==> src/include/cpu_consts.svh <==
`ifndef CPU_CONSTS_SVH
`define CPU_CONSTS_SVH

// ---------------------------------------------------------------------------
// Opcode encodings, instr[15:12]
// ---------------------------------------------------------------------------
`define CPU_OP_ADD 4'h0
`define CPU_OP_SUB 4'h1
`define CPU_OP_XOR 4'h2
`define CPU_OP_AND 4'h3
`define CPU_OP_SLL 4'h4 // Shifts take a 4-bit immediate
`define CPU_OP_SRA 4'h5
`define CPU_OP_ROR 4'h6
`define CPU_OP_OR  4'h7
`define CPU_OP_LW  4'h8 // Memory group, bit 3 set
`define CPU_OP_SW  4'h9
`define CPU_OP_LHB 4'hA
`define CPU_OP_LLB 4'hB
`define CPU_OP_B   4'hC // ccc + 9-bit word offset
`define CPU_OP_BR  4'hD // ccc + target register
`define CPU_OP_PCS 4'hE
`define CPU_OP_HLT 4'hF

// Core constants
`define CPU_RESET_PC 16'h0000
`define CPU_NUM_REGS 16

`endif

==> src/cpu_pkg.sv <==
`default_nettype none

`include "cpu_consts.svh"

package cpu_pkg;

	typedef logic [15:0] word_t; // Data, address or instruction
	typedef logic [3:0] reg_sel_t;
	typedef logic [2:0] alu_op_t; // Low bits of an ALU opcode
	typedef logic [2:0] cond_t; // Branch condition code

	typedef enum logic [3:0] {
		ADD = `CPU_OP_ADD,
		SUB = `CPU_OP_SUB,
		XOR = `CPU_OP_XOR,
		AND = `CPU_OP_AND,
		SLL = `CPU_OP_SLL,
		SRA = `CPU_OP_SRA,
		ROR = `CPU_OP_ROR,
		OR  = `CPU_OP_OR,
		LW  = `CPU_OP_LW,
		SW  = `CPU_OP_SW,
		LHB = `CPU_OP_LHB,
		LLB = `CPU_OP_LLB,
		B   = `CPU_OP_B,
		BR  = `CPU_OP_BR,
		PCS = `CPU_OP_PCS,
		HLT = `CPU_OP_HLT
	} opcode_t;

	typedef struct packed {
		logic zero;
		logic overflow;
		logic negative;
	} flags_t;

	// Forwarding source for an execute operand
	typedef enum logic [1:0] {
		NONE     = 2'd0,
		FROM_MEM = 2'd1,
		FROM_WB  = 2'd2
	} fwd_sel_t;

	// -----------------------------------------------------------------------
	// Pipeline registers
	// -----------------------------------------------------------------------
	typedef struct packed {
		logic valid;
		word_t pc_next;
		word_t instr;
	} if_id_t;

	typedef struct packed {
		logic valid;
		word_t pc_next; // PCS result and branch base
		word_t instr;
		reg_sel_t rs_sel;
		reg_sel_t rt_sel;
		word_t rs_data;
		word_t rt_data;
		reg_sel_t rd_sel;
		logic reg_write;
		logic mem_read;
		logic mem_write;
		logic halt;
	} id_ex_t;

	typedef struct packed {
		logic valid;
		word_t result;
		word_t mem_addr;
		word_t store_data;
		reg_sel_t rd_sel;
		logic reg_write;
		logic mem_read;
		logic mem_write;
		logic halt;
	} ex_mem_t;

	typedef struct packed {
		logic valid;
		reg_sel_t rd_sel;
		logic reg_write;
		word_t data;
		logic halt;
	} mem_wb_t;

	// One register write leaving writeback
	typedef struct packed {
		logic valid;
		reg_sel_t rd_sel;
		word_t data;
	} retire_t;

endpackage

`default_nettype wire

==> src/alu.sv <==
`timescale 1ns/1ps
`default_nettype none

module alu (
	input  cpu_pkg::word_t   a,
	input  cpu_pkg::word_t   b,
	input  cpu_pkg::alu_op_t op,
	output cpu_pkg::word_t   result,
	output cpu_pkg::flags_t  flags,
	output cpu_pkg::flags_t  flags_wr
);

	cpu_pkg::word_t sum;
	cpu_pkg::word_t diff;
	logic [31:0] rot; // Doubled word for the rotate
	logic ovf;

	assign sum  = a + b; // 16-bit wrap
	assign diff = a - b;
	assign rot  = {a, a} >> b[3:0];

	always_comb begin
		result = a | b;
		ovf = 1'b0;
		flags_wr = '{zero: 1'b1, overflow: 1'b0, negative: 1'b0}; // Logic and shifts
		case ({1'b0, op})
			cpu_pkg::ADD: begin
				result = sum;
				ovf = (a[15] == b[15]) && (sum[15] != a[15]); // Like signs, sign flips
				flags_wr = '{zero: 1'b1, overflow: 1'b1, negative: 1'b1};
			end
			cpu_pkg::SUB: begin
				result = diff;
				ovf = (a[15] != b[15]) && (diff[15] != a[15]);
				flags_wr = '{zero: 1'b1, overflow: 1'b1, negative: 1'b1};
			end
			cpu_pkg::XOR:
				result = a ^ b;
			cpu_pkg::AND:
				result = a & b;
			cpu_pkg::SLL:
				result = a << b[3:0];
			cpu_pkg::SRA:
				result = cpu_pkg::word_t'($signed(a) >>> b[3:0]); // Sign fill
			cpu_pkg::ROR:
				result = rot[15:0];
			cpu_pkg::OR:
				result = a | b;
			default:
				result = a | b;
		endcase
	end

	// Flag values, the write enables decide which ones land
	assign flags.zero     = (result == '0);
	assign flags.overflow = ovf;
	assign flags.negative = result[15];

endmodule

`default_nettype wire

==> src/branch_unit.sv <==
`timescale 1ns/1ps
`default_nettype none

module branch_unit (
	input  logic            clk,
	input  logic            rst,
	input  logic            flush, // Execute slot holds a bubble
	input  cpu_pkg::flags_t flags_new,
	input  cpu_pkg::flags_t flags_wr,
	input  logic            is_branch_imm,
	input  logic            is_branch_reg,
	input  cpu_pkg::cond_t  cond,
	input  logic [8:0]      offset,
	input  cpu_pkg::word_t  pc_next,
	input  cpu_pkg::word_t  reg_target,
	output logic            branch_taken,
	output cpu_pkg::word_t  branch_target
);

	cpu_pkg::flags_t flags_q;
	logic cond_met;

	// Per-flag update, bubbles leave the flags alone
	always_ff @(posedge clk) begin
		if (rst) begin
			flags_q <= '0;
		end else if (!flush) begin
			if (flags_wr.zero)
				flags_q.zero <= flags_new.zero;
			if (flags_wr.overflow)
				flags_q.overflow <= flags_new.overflow;
			if (flags_wr.negative)
				flags_q.negative <= flags_new.negative;
		end
	end

	always_comb begin
		case (cond)
			3'd0: cond_met = ~flags_q.zero; // NE
			3'd1: cond_met = flags_q.zero; // EQ
			3'd2: cond_met = ~flags_q.zero & ~flags_q.negative; // GT
			3'd3: cond_met = flags_q.negative; // LT
			3'd4: cond_met = flags_q.zero | ~flags_q.negative; // GE
			3'd5: cond_met = flags_q.zero | flags_q.negative; // LE
			3'd6: cond_met = flags_q.overflow;
			default: cond_met = 1'b1; // Always
		endcase
	end

	assign branch_taken  = ~flush & cond_met & (is_branch_imm | is_branch_reg);
	assign branch_target = is_branch_reg ? reg_target :
		pc_next + {{6{offset[8]}}, offset, 1'b0}; // Word offset from PC+2

endmodule

`default_nettype wire

==> src/cpu.sv <==
`timescale 1ns/1ps
`default_nettype none

`include "cpu_consts.svh"

module cpu (
	input  logic              clk,
	input  logic              rst,
	output cpu_pkg::word_t    imem_addr,
	input  cpu_pkg::word_t    imem_data,
	output logic              dmem_en,
	output logic              dmem_wr,
	output cpu_pkg::word_t    dmem_addr,
	output cpu_pkg::word_t    dmem_wdata,
	input  cpu_pkg::word_t    dmem_rdata,
	output logic              hlt,
	output cpu_pkg::word_t    pc_out,
	output cpu_pkg::retire_t  retire
);

	cpu_pkg::word_t pc_q, pc_d, pc_plus2;
	cpu_pkg::if_id_t if_id_q, if_id_d;
	cpu_pkg::id_ex_t id_ex_q, id_ex_d;
	cpu_pkg::ex_mem_t ex_mem_q, ex_mem_d;
	cpu_pkg::mem_wb_t mem_wb_q, mem_wb_d;

	logic stall, squash, ex_halt, halt_seen;
	logic branch_taken;
	cpu_pkg::word_t branch_target;
	cpu_pkg::fwd_sel_t fwd_a, fwd_b;

	cpu_pkg::opcode_t id_op, ex_op;
	cpu_pkg::reg_sel_t id_rs_sel, id_rt_sel;
	cpu_pkg::word_t id_rs_data, id_rt_data;

	cpu_pkg::word_t ex_a, ex_rt, alu_b, alu_result, ex_result, ex_mem_addr;
	cpu_pkg::flags_t alu_flags, alu_flags_wr, ex_flags_wr;
	logic ex_is_alu, ex_shift;

	cpu_pkg::word_t mem_data; // Value leaving the memory stage
	logic wb_we;

	// Operand mux shared by both execute sources
	function automatic cpu_pkg::word_t fwd_mux(cpu_pkg::fwd_sel_t sel, cpu_pkg::word_t rf_val,
		cpu_pkg::word_t mem_val, cpu_pkg::word_t wb_val);
		case (sel)
			cpu_pkg::FROM_MEM: return mem_val;
			cpu_pkg::FROM_WB: return wb_val;
			default: return rf_val;
		endcase
	endfunction

	// -----------------------------------------------------------------------
	// Fetch
	// -----------------------------------------------------------------------
	assign imem_addr = pc_q;
	assign pc_plus2  = pc_q + 16'd2;
	assign if_id_d   = '{valid: 1'b1, pc_next: pc_plus2, instr: imem_data};

	// Taken HLT in execute kills the two younger slots too
	assign ex_halt   = id_ex_q.valid & id_ex_q.halt;
	assign halt_seen = (ex_mem_q.valid & ex_mem_q.halt) | (mem_wb_q.valid & mem_wb_q.halt) | hlt;
	assign squash    = branch_taken | ex_halt | halt_seen;

	always_comb begin
		if (branch_taken)
			pc_d = branch_target;
		else if (ex_halt)
			pc_d = id_ex_q.pc_next; // Park on the word after HLT
		else if (halt_seen || stall)
			pc_d = pc_q;
		else
			pc_d = pc_plus2;
	end

	// -----------------------------------------------------------------------
	// Decode
	// -----------------------------------------------------------------------
	assign id_op = cpu_pkg::opcode_t'(if_id_q.instr[15:12]);

	// SW, LHB, LLB read rd first; LW, SW read base second
	assign id_rs_sel = (id_op inside {cpu_pkg::SW, cpu_pkg::LHB, cpu_pkg::LLB}) ?
		if_id_q.instr[11:8] : if_id_q.instr[7:4];
	assign id_rt_sel = (id_op inside {cpu_pkg::LW, cpu_pkg::SW}) ?
		if_id_q.instr[7:4] : if_id_q.instr[3:0];

	register_file i_register_file (
		.clk     (clk),
		.rst     (rst),
		.rs_sel  (id_rs_sel),
		.rt_sel  (id_rt_sel),
		.wr_en   (wb_we),
		.wr_sel  (mem_wb_q.rd_sel),
		.wr_data (mem_wb_q.data),
		.rs_data (id_rs_data),
		.rt_data (id_rt_data)
	);

	always_comb begin
		id_ex_d.valid     = if_id_q.valid & ~stall & ~squash; // Bubble on stall
		id_ex_d.pc_next   = if_id_q.pc_next;
		id_ex_d.instr     = if_id_q.instr;
		id_ex_d.rs_sel    = id_rs_sel;
		id_ex_d.rt_sel    = id_rt_sel;
		id_ex_d.rs_data   = id_rs_data;
		id_ex_d.rt_data   = id_rt_data;
		id_ex_d.rd_sel    = if_id_q.instr[11:8];
		id_ex_d.reg_write = ~if_id_q.instr[15] |
			(id_op inside {cpu_pkg::LW, cpu_pkg::LHB, cpu_pkg::LLB, cpu_pkg::PCS});
		id_ex_d.mem_read  = (id_op == cpu_pkg::LW);
		id_ex_d.mem_write = (id_op == cpu_pkg::SW);
		id_ex_d.halt      = (id_op == cpu_pkg::HLT);
	end

	// -----------------------------------------------------------------------
	// Execute
	// -----------------------------------------------------------------------
	assign ex_op     = cpu_pkg::opcode_t'(id_ex_q.instr[15:12]);
	assign ex_is_alu = ~id_ex_q.instr[15];
	assign ex_shift  = ex_op inside {cpu_pkg::SLL, cpu_pkg::SRA, cpu_pkg::ROR};

	always_comb begin
		ex_a  = fwd_mux(fwd_a, id_ex_q.rs_data, mem_data, mem_wb_q.data);
		ex_rt = fwd_mux(fwd_b, id_ex_q.rt_data, mem_data, mem_wb_q.data);
	end

	assign alu_b = ex_shift ? {12'b0, id_ex_q.instr[3:0]} : ex_rt; // Shift amount

	alu i_alu (
		.a        (ex_a),
		.b        (alu_b),
		.op       (id_ex_q.instr[14:12]),
		.result   (alu_result),
		.flags    (alu_flags),
		.flags_wr (alu_flags_wr)
	);

	assign ex_flags_wr = ex_is_alu ? alu_flags_wr : '0;

	branch_unit i_branch_unit (
		.clk           (clk),
		.rst           (rst),
		.flush         (~id_ex_q.valid),
		.flags_new     (alu_flags),
		.flags_wr      (ex_flags_wr),
		.is_branch_imm (ex_op == cpu_pkg::B),
		.is_branch_reg (ex_op == cpu_pkg::BR),
		.cond          (id_ex_q.instr[11:9]),
		.offset        (id_ex_q.instr[8:0]),
		.pc_next       (id_ex_q.pc_next),
		.reg_target    (ex_a),
		.branch_taken  (branch_taken),
		.branch_target (branch_target)
	);

	always_comb begin
		if (ex_is_alu)
			ex_result = alu_result;
		else if (ex_op == cpu_pkg::LHB)
			ex_result = {id_ex_q.instr[7:0], ex_a[7:0]};
		else if (ex_op == cpu_pkg::LLB)
			ex_result = {ex_a[15:8], id_ex_q.instr[7:0]};
		else
			ex_result = id_ex_q.pc_next; // PCS
	end

	// Even base plus scaled signed offset
	assign ex_mem_addr = (ex_rt & 16'hFFFE) + {{11{id_ex_q.instr[3]}}, id_ex_q.instr[3:0], 1'b0};

	assign ex_mem_d = '{valid: id_ex_q.valid, result: ex_result, mem_addr: ex_mem_addr,
		store_data: ex_a, rd_sel: id_ex_q.rd_sel, reg_write: id_ex_q.reg_write,
		mem_read: id_ex_q.mem_read, mem_write: id_ex_q.mem_write, halt: id_ex_q.halt};

	// -----------------------------------------------------------------------
	// Memory and writeback
	// -----------------------------------------------------------------------
	assign dmem_en    = ex_mem_q.valid & (ex_mem_q.mem_read | ex_mem_q.mem_write);
	assign dmem_wr    = ex_mem_q.valid & ex_mem_q.mem_write;
	assign dmem_addr  = ex_mem_q.mem_addr;
	assign dmem_wdata = ex_mem_q.store_data;
	assign mem_data   = ex_mem_q.mem_read ? dmem_rdata : ex_mem_q.result;

	assign mem_wb_d = '{valid: ex_mem_q.valid, rd_sel: ex_mem_q.rd_sel,
		reg_write: ex_mem_q.reg_write, data: mem_data, halt: ex_mem_q.halt};

	assign wb_we  = mem_wb_q.valid & mem_wb_q.reg_write;
	assign retire = '{valid: wb_we, rd_sel: mem_wb_q.rd_sel, data: mem_wb_q.data};
	assign pc_out = pc_q;

	hazard_forward i_hazard_forward (
		.clk           (clk),
		.rst           (rst),
		.id_rs_sel     (id_rs_sel),
		.id_rt_sel     (id_rt_sel),
		.id_valid      (if_id_q.valid),
		.ex_mem_read   (id_ex_q.valid & id_ex_q.mem_read),
		.ex_rd_sel     (id_ex_q.rd_sel),
		.ex_rs_sel     (id_ex_q.rs_sel),
		.ex_rt_sel     (id_ex_q.rt_sel),
		.mem_reg_write (ex_mem_q.valid & ex_mem_q.reg_write),
		.mem_rd_sel    (ex_mem_q.rd_sel),
		.wb_reg_write  (wb_we),
		.wb_rd_sel     (mem_wb_q.rd_sel),
		.wb_halt       (mem_wb_q.valid & mem_wb_q.halt),
		.stall         (stall),
		.fwd_a         (fwd_a),
		.fwd_b         (fwd_b),
		.hlt           (hlt)
	);

	// PC and pipeline registers
	always_ff @(posedge clk) begin
		if (rst) begin
			pc_q     <= `CPU_RESET_PC;
			if_id_q  <= '0;
			id_ex_q  <= '0;
			ex_mem_q <= '0;
			mem_wb_q <= '0;
		end else begin
			pc_q <= pc_d;
			if (squash)
				if_id_q.valid <= 1'b0; // Younger fetch dropped
			else if (!stall)
				if_id_q <= if_id_d;
			id_ex_q  <= id_ex_d;
			ex_mem_q <= ex_mem_d;
			mem_wb_q <= mem_wb_d;
		end
	end

endmodule

`default_nettype wire

==> src/hazard_forward.sv <==
`timescale 1ns/1ps
`default_nettype none

module hazard_forward (
	input  logic                clk,
	input  logic                rst,
	input  cpu_pkg::reg_sel_t   id_rs_sel,
	input  cpu_pkg::reg_sel_t   id_rt_sel,
	input  logic                id_valid,
	input  logic                ex_mem_read, // Valid load in execute
	input  cpu_pkg::reg_sel_t   ex_rd_sel,
	input  cpu_pkg::reg_sel_t   ex_rs_sel,
	input  cpu_pkg::reg_sel_t   ex_rt_sel,
	input  logic                mem_reg_write,
	input  cpu_pkg::reg_sel_t   mem_rd_sel,
	input  logic                wb_reg_write,
	input  cpu_pkg::reg_sel_t   wb_rd_sel,
	input  logic                wb_halt,
	output logic                stall,
	output cpu_pkg::fwd_sel_t   fwd_a,
	output cpu_pkg::fwd_sel_t   fwd_b,
	output logic                hlt
);

	logic load_hit;

	// Youngest producer wins, R0 never forwarded
	function automatic cpu_pkg::fwd_sel_t pick_src(cpu_pkg::reg_sel_t src);
		if (src == '0)
			return cpu_pkg::NONE;
		if (mem_reg_write && mem_rd_sel == src)
			return cpu_pkg::FROM_MEM;
		if (wb_reg_write && wb_rd_sel == src)
			return cpu_pkg::FROM_WB;
		return cpu_pkg::NONE;
	endfunction

	always_comb begin
		fwd_a = pick_src(ex_rs_sel);
		fwd_b = pick_src(ex_rt_sel);
	end

	// Load result only exists after memory, one bubble
	assign load_hit = (ex_rd_sel != '0) &&
		(ex_rd_sel == id_rs_sel || ex_rd_sel == id_rt_sel);
	assign stall = id_valid & ex_mem_read & load_hit;

	// Sticky until reset
	always_ff @(posedge clk) begin
		if (rst)
			hlt <= 1'b0;
		else if (wb_halt)
			hlt <= 1'b1;
	end

endmodule

`default_nettype wire

==> src/register_file.sv <==
`timescale 1ns/1ps
`default_nettype none

`include "cpu_consts.svh"

module register_file (
	input  logic              clk,
	input  logic              rst,
	input  cpu_pkg::reg_sel_t rs_sel,
	input  cpu_pkg::reg_sel_t rt_sel,
	input  logic              wr_en,
	input  cpu_pkg::reg_sel_t wr_sel,
	input  cpu_pkg::word_t    wr_data,
	output cpu_pkg::word_t    rs_data,
	output cpu_pkg::word_t    rt_data
);

	cpu_pkg::word_t regs [`CPU_NUM_REGS];

	// R0 reads zero, writeback bypasses the array
	function automatic cpu_pkg::word_t read_port(cpu_pkg::reg_sel_t sel);
		if (sel == '0)
			return '0;
		if (wr_en && wr_sel == sel)
			return wr_data; // Same-cycle write-through
		return regs[sel];
	endfunction

	always_ff @(posedge clk) begin
		if (rst) begin
			for (int i = 0; i < `CPU_NUM_REGS; i++)
				regs[i] <= '0;
		end else if (wr_en && wr_sel != '0) begin
			regs[wr_sel] <= wr_data; // Writes to R0 dropped
		end
	end

	always_comb begin
		rs_data = read_port(rs_sel);
		rt_data = read_port(rt_sel);
	end

endmodule

`default_nettype wire

==> config.mk <==
export PLATFORM = sky130hd
export DESIGN_NAME = cpu
export DESIGN_NICKNAME = d
export VERILOG_FILES = /design/src/cpu_pkg.sv /design/src/alu.sv /design/src/branch_unit.sv /design/src/cpu.sv /design/src/hazard_forward.sv /design/src/register_file.sv
export VERILOG_INCLUDE_DIRS = /design/src /design/src/include
export SDC_FILE = /design/constraint.sdc
export NUM_CORES = 1
export LEC_CHECK = 0
export BUFFER_PORTS_ARGS = -buffer_cell sky130_fd_sc_hd__buf_2
export CAP_MARGIN = 0
export CORE_MARGIN = 2
export CORE_UTILIZATION = 50
export DETAILED_ROUTE_END_ITERATION = 16
export GPL_TIMING_DRIVEN = 0
export HOLD_SLACK_MARGIN = 0.15
export PLACE_DENSITY = 0.67
export SLEW_MARGIN = 20
export SYNTH_ARGS = -nofsm -noshare
export SYNTH_HDL_FRONTEND = slang
export SYNTH_SLANG_ARGS = --single-unit
==> constraint.sdc <==
create_clock -name clk -period 7.25 [get_ports clk]
set_input_delay 0.3625 -clock clk [delete_from_list [all_inputs] [get_ports clk]]
set_output_delay 0.3625 -clock clk [all_outputs]
set_load 0.1 [all_outputs]
# Yosys cells after proc, flatten, opt, wreduce, memory -nomap -nowiden

Memories as Yosys holds them, arrays and structs flattened.
Cells that the tools add are included.

Bits in registers: 214
Memory bits (writable): 256
Input bits: 34
Output and inout port bits: 88
Logic and storage cells: 214
Memories: 1

Memory list:

| name                 | depth | width | read ports | clocked after memory_dff | wr ports | RTL line            | text |
|---|---|---|---|---|---|---|---|
| i_register_file.regs | 16    | 16    | 2          | 0                        | 16       | register_file.sv:18 | `` cpu_pkg::word_t regs [`CPU_NUM_REGS]; `` |

Add/subtract/negate cells: 5
Eq/ne operators: 43
Shift-type cells: 3
Multiplexer cells: 64
Bitwise gates (word level): 32
Reduce and logical (&&, ||, !) cells: 32

Operators by type and width:

| operator                                       | count |
|---|---|
| two-way mux 16 bit                             | 18 |
| one-hot mux 16 bit (8 select lines)            | 1 |
| one-hot mux 16 bit (2 select lines)            | 2 |
| adder 16 bit                                   | 3 |
| == test 4 bit (second input constant)          | 10 |
| == test 4 bit                                  | 8 |
| right shift 32 x 4 -> 16 bit                   | 1 |
| two-way mux 2 bit                              | 13 |
| two-way mux 1 bit                              | 24 |
| == test 3 bit (second input constant)          | 7 |
| adder 16 x 2 -> 16 bit (second input constant) | 1 |
| bitwise AND 16 bit                             | 1 |
| zero test 16 bit                               | 1 |
| zero test 4 bit                                | 4 |
| bitwise OR 16 bit                              | 1 |
| OR reduction 16 bit                            | 1 |
| left shift 16 x 4 -> 16 bit                    | 1 |
| >>> shifter 16 x 4 -> 16 bit                   | 1 |
| subtractor 16 bit                              | 1 |
| XOR 16 bit                                     | 1 |
| bitwise AND 1 bit                              | 15 |
| == test 3 x 2 -> 1 bit (second input constant) | 4 |
| == test 4 x 3 -> 1 bit (second input constant) | 3 |
| two-way mux 4 bit                              | 3 |
| other kinds (19)                               | 54 |

# Logic depth before layout (Yosys ltp)

Word-level depth: 16
Mapped depth: 27
Depth with buffers taken out: 23

# Hierarchy

A second synthesis with hierarchy kept.

Cells, all modules: 2912
Area total of the unflattened synthesis: 29356.9 um^2

By module, submodules not included:

| module         | times used | cells each | area each (um^2) | sequential area each (um^2) |
|---|---|---|---|---|
| register_file  | 1          | 1049       | 14182.4          | 7687.4 |
| cpu            | 1          | 1075       | 9323.9           | 4103.9 |
| alu            | 1          | 596        | 4420.5           | 0.0 |
| branch_unit    | 1          | 145        | 1072.3           | 60.1 |
| hazard_forward | 1          | 47         | 357.8            | 20.0 |

# Worst setup path after synthesis

OpenSTA, ideal clock, no wires.

Path type: reg2reg
From: register mem_wb_q, in the netlist retire[18]
To: register i_branch_unit.flags_q[2] (netlist bit)
Library setup time: 0.084 ns
Data arrival time: 6.018 ns
Data required time: 7.166 ns
Slack: 1.148 ns
Stages on the path, launching flop included: 25
Buffers on the path: 4
Clock period less this slack: 6.102 ns
Cells stage by stage: dfxtp_1 > buf_2 > xnor2_1 > nand4_1 > or3_1 > ha_1 > buf_1 > a21oi_1 > o21a_1 > o2bb2ai_1 > buf_2 > buf_1 > ha_1 > nor2b_1 > o21ai_0 > a21oi_1 > o21ai_0 > a2111oi_0 > o311ai_0 > a2111oi_0 > a211o_1 > a211oi_1 > o21ai_0 > or4b_1 > o31ai_2

Cells in the longest elaborated chain, start to end: 14

RTL lines:

| item                                                           | RTL line             | text |
|---|---|---|
| start: declaration                                             | cpu.sv:25            | `cpu_pkg::mem_wb_t mem_wb_q, mem_wb_d;` |
| start signal: assignment                                       | cpu.sv:227           | `mem_wb_q <= mem_wb_d;` |
| == test 4 bit                                                  | hazard_forward.sv:33 | `if (wb_reg_write && wb_rd_sel == src)` |
| logical AND 1 bit                                              | hazard_forward.sv:33 |  |
| two-way mux 1 bit (2 in a row)                                 | hazard_forward.sv:33 |  |
| two-way mux 1 bit                                              | hazard_forward.sv:31 | `if (mem_reg_write && mem_rd_sel == src)` |
| two-way mux 2 bit                                              | hazard_forward.sv:35 | `return cpu_pkg::NONE;` |
| two-way mux 2 bit                                              | hazard_forward.sv:33 |  |
| two-way mux 2 bit                                              | hazard_forward.sv:31 |  |
| == test 2 bit / == test 2 x 1 -> 1 bit (equally long branches) | cpu.sv:46            | `case (sel)` |
| one-hot mux 16 bit (2 select lines)                            | cpu.sv:46            |  |
| two-way mux 16 bit                                             | cpu.sv:127           | `assign alu_b = ex_shift ? {12'b0, id_ex_q.instr[3:0]} : ex_rt;` |
| subtractor 16 bit, or another cell as far along                | alu.sv:19            | `assign diff = a - b;` |
| one-hot mux 16 bit (8 select lines) (*)                        | alu.sv:26            | `case ({1'b0, op})` |
| zero test 16 bit (*)                                           | alu.sv:55            | `assign flags.zero = (result == '0);` |
| end: declaration                                               | branch_unit.sv:20    | `cpu_pkg::flags_t flags_q;` |

Every way passes the cells marked *; elsewhere a longest branch is shown, timed or not. The select of a mux whose other input is x is not followed.
A chain may end at the register's enable or synchronous reset.

# Final worst setup path

Ends and elaborated chain as after synthesis.

==> metrics.md <==
| Metric | Value |
|---|---|
| Dpl cell area | 30360 sq um |
| Min cycle time layout | 6.988 ns |
| Placed Cells | 3692 |
| Synth cell types | 93 |
| Total grt overflow | 0 |
| Post-synthesis xor/xnor area fraction | 0.02547 |
| R2R setup slack | 0.26 ns |
| Initial Util | 0.5062 |
| Status | finished, final reports clean |
| Crit-path max FO | 10 |
| Max IR drop VDD | 223.8 uV |
| Fin Setup TNS | 0 ns |
| Nets | 3118 |
| Clock root cell | clkbuf_16 |
| CP Data Arrival Time | 7.51 ns |
| Post-synth EDFFs | 256 |
| Pwr dens | 231.0 nW/um^2 |
| Final Cell Area | 32300 sq um |
| Tightest Pin Transition | 1.217 ns |
| Total Power | 7.462 mW |
| Hold Path Stages | 3 |
| Util after Layout | 0.5729 |
| First-pass GRT wire length | 158600 um |
| Pleak | 12.65 nW |
| Layout cell share with drive strength beyond 1 | 0.1827 |
| Cell Rows | 87 |
| Max Cap Violations | 0 |
| Initial antenna violation count | 1 |
| WS Path Type | reg -> reg |
| Antenna diodes | 0 |
| Largest net degree at the start of global routing | 21 |
| Register area share after synthesis | 0.4159 |
| Hold EP | retire[11] |
| Post-Place Setup Slack | -1.535 ns |
| FILL cells | 4926 |
| Total track usage | 0.3666 |
| Final ANT Viol Nets | 0 |
| Synthesis-stage register bit count | 465 |
| H-tree depth | 2 |
| Num ports | 122 |
| Area leader, netlist | edfxtp_1 |
| Pre-antenna DRT Iters | 6 |
| Fin crit share | 0.9639 |
| CTS Buffer Depth | 3 |
| Hold WS | 0.2622 ns |
| Largest family of logic cells by synthesized area | simple AND/OR/NAND/NOR gates |
| Area share of fa/ha/maj cells after synthesis | 0.03779 |
| R2r endpoint | i_branch_unit.flags_q[2] |
| DRC errors left | 0 |
| R2R Path Start | retire[18] |
| Post-Syn Area | 28540 sq um |
| Area growth from synthesis to layout | 13.18% |
| Mux cell area share after synthesis | 0.1455 |
| Post-Syn Instances | 2787 |
| CTS Buf Count | 51 |
| Synth Area in Compound Gates | 0.1491 |
| Crit path capture type | flip-flop |
| Hold Crit Start | dmem_rdata[11] |
| Post-Synth Simple-Gate Area | 0.1660 |
| GR met3 Demand/Resource | 0.04998 |
| Clock sinks | 465 |
| Initial DRC count | 2444 |
| Slew margin rel. | 0.1680 |
| Clock transition at the registers of the reported paths | 0.06 ns |
| Setup ws final | 0.2616 ns |
| CTS tree | done |
| # port buffers | 120 |
| Synth Area per Inst | 10.24 sq um |
| Critical Path RT | 7.77 ns |
| Max-slew violation count | 0 |
| Warnings, synthesis | 0 |
| Commonest cells after routing, fill and taps aside | 286 x and2_1, 256 x edfxtp_1, 214 x nor2_1, 210 x nand2_1, 209 x dfxtp_1 |
| Primary FF master, synth | edfxtp_1 |
| Die height | 242.9 um |
| WL final | 109300 um |
| Top post-synthesis cells by area | edfxtp_1 27%, dfxtp_1 15%, mux4_2 11% |
| Dpl hpwl | 83630 um |
| Final setup violation count | 0 |
| Skew-Pair Late Insertion Delay | 0.61 ns |
| Top cell type's share of synthesized area | 0.2693 |
| Core area | 56390 sq um |
| Die Area | 59010 sq um |
| GP Congestion | 1.079 |
| Worst Hold Class | in -> reg |
| Post-synth ARST share | 0 |
| M1 GR Usage | 0.4569 |
| Routed via count | 23900 |
| Clock skew | 0.01521 ns |
| Vias in the first global route | 23400 |
| Reg2reg path depth | 23 |
| Vias per cell | 6.290 |
| Nature of the critical path startpoint | flip-flop |
| Max frequency | 143.1 MHz |
| WL/cell | 28.77 um |
| Commonest non-fill, non-tap cell in the layout | and2_1 |
| Most used routing layer | met2 |
| M2 GR Usage | 0.5889 |
| Finished Layout Cells | 3799 |
| DIE WIDTH | 242.9 um |
| Final hold violations | 0 |
[what timing repair did]
item	4_1_cts	5_1_grt
hold endpoints to repair	16	0
buffers inserted	1	0
resized for setup	11	14
pin swaps	1	0
hold buffers	16	0
setup endpoints to repair	9	4
[per-layer routing]
layer / vias to the layer above / wire length [um]
met5: - / 0
met4: 0 / 9316
met3: 311 / 7708
met2: 1234 / 50720
met1: 11790 / 41560
li1: 10560 / -
[where the power goes]
part           internal, mW  switching [mW]
sequential             2.90          0.0792
combinational         0.566            1.26
clock                  1.53            1.12
total                  5.00            2.46
[Yosys cell counts (10+ instances only)]
master     instances
a211o_1           22
a211oi_1          73
a21o_1            10
a21oi_1          141
a31oi_1           30
and2_1           286
buf_1             21
buf_2             13
buf_4             71
clkbuf_1         175
dfxtp_1          209
edfxtp_1         256
ha_1              79
inv_1             57
inv_2             12
mux2_2            16
mux2i_1           85
mux4_2           137
nand2_1          210
nand3_1           37
nor2_1           214
nor2b_1           66
nor3_1            54
o2111ai_1         19
o211ai_1          26
o21ai_0          120
o21ai_1           10
o21bai_1          11
o221ai_2          11
o22ai_1           26
or2_2             13
or3_1             12
xnor2_1           49
xor2_1            34
[state kept, by name, summed over array words and instances, names as in the netlist]
name                   flops
i_branch_unit.flags_q      3
imem_addr                 16
i_hazard_forward.hlt       1
ex_mem_d                   5
dmem_wdata                16
dmem_addr                 15
mem_wb_q                   3
id_ex_q                   68
ex_mem_q                  25
id_ex_d                   32
retire                    20
i_register_file.regs     256
if_id_q                    1
ex_op                      4
[layout make-up]
class | count | area, sq um | area share
clock buffer | 61 | 1398 | 0.04326
inverter | 72 | 275.3 | 0.008521
timing repair buffer | 150 | 933.4 | 0.02889
sequential | 465 | 11870 | 0.3675
buffer | 286 | 1440 | 0.04458
clock inverter | 34 | 325.3 | 0.01007
tap | 756 | 945.9 | 0.02928
multi-input combinational | 1975 | 15110 | 0.4679
[cell families after synthesis]
| family | Yosys count |
|---|---|
| other | 1 |
| AND/OR/NAND/NOR | 937 |
| buffers and inverters | 363 |
| AO/OA/AOI/OAI | 614 |
| adder cells (fa/ha/maj) | 84 |
| flip-flops | 465 |
| multiplexers | 240 |
| XOR/XNOR | 83 |
[worst max path at each step]
stage,startpoint,to,slack [ns],cells after the start
2_1_floorplan,retire[18],i_branch_unit.flags_q[2],1.15,24
3_3_place_gp,retire[19],i_branch_unit.flags_q[2],-1.52,23
3_5_place_dp,retire[19],i_branch_unit.flags_q[2],-1.53,23
4_1_cts,retire[18],i_branch_unit.flags_q[2],0.08,26
5_1_grt,retire[18],i_branch_unit.flags_q[2],-0.03,25
6_report,retire[18],i_branch_unit.flags_q[2],0.26,23
[worst max-delay path, cell delays in order, from the launching register on]
cell	delay (ns)
dfxtp_1	0.36
buf_2	0.36
xnor2_1	0.17
nand4_1	0.09
or3_1	0.43
ha_1	0.38
buf_2	0.21
nor2b_1	0.19
o31ai_4	0.38
clkbuf_4	0.33
clkbuf_2	0.37
ha_1	0.29
clkbuf_1	0.20
o21ai_0	0.20
a21oi_1	0.18
o21ai_1	0.24
a2111oi_2	0.14
o311ai_2	0.44
a2111oi_0	0.20
a211o_1	0.33
a211oi_1	0.22
o21ai_0	0.34
or4b_1	0.63
o31ai_2	0.19
(Power assumes the default switching activity.)
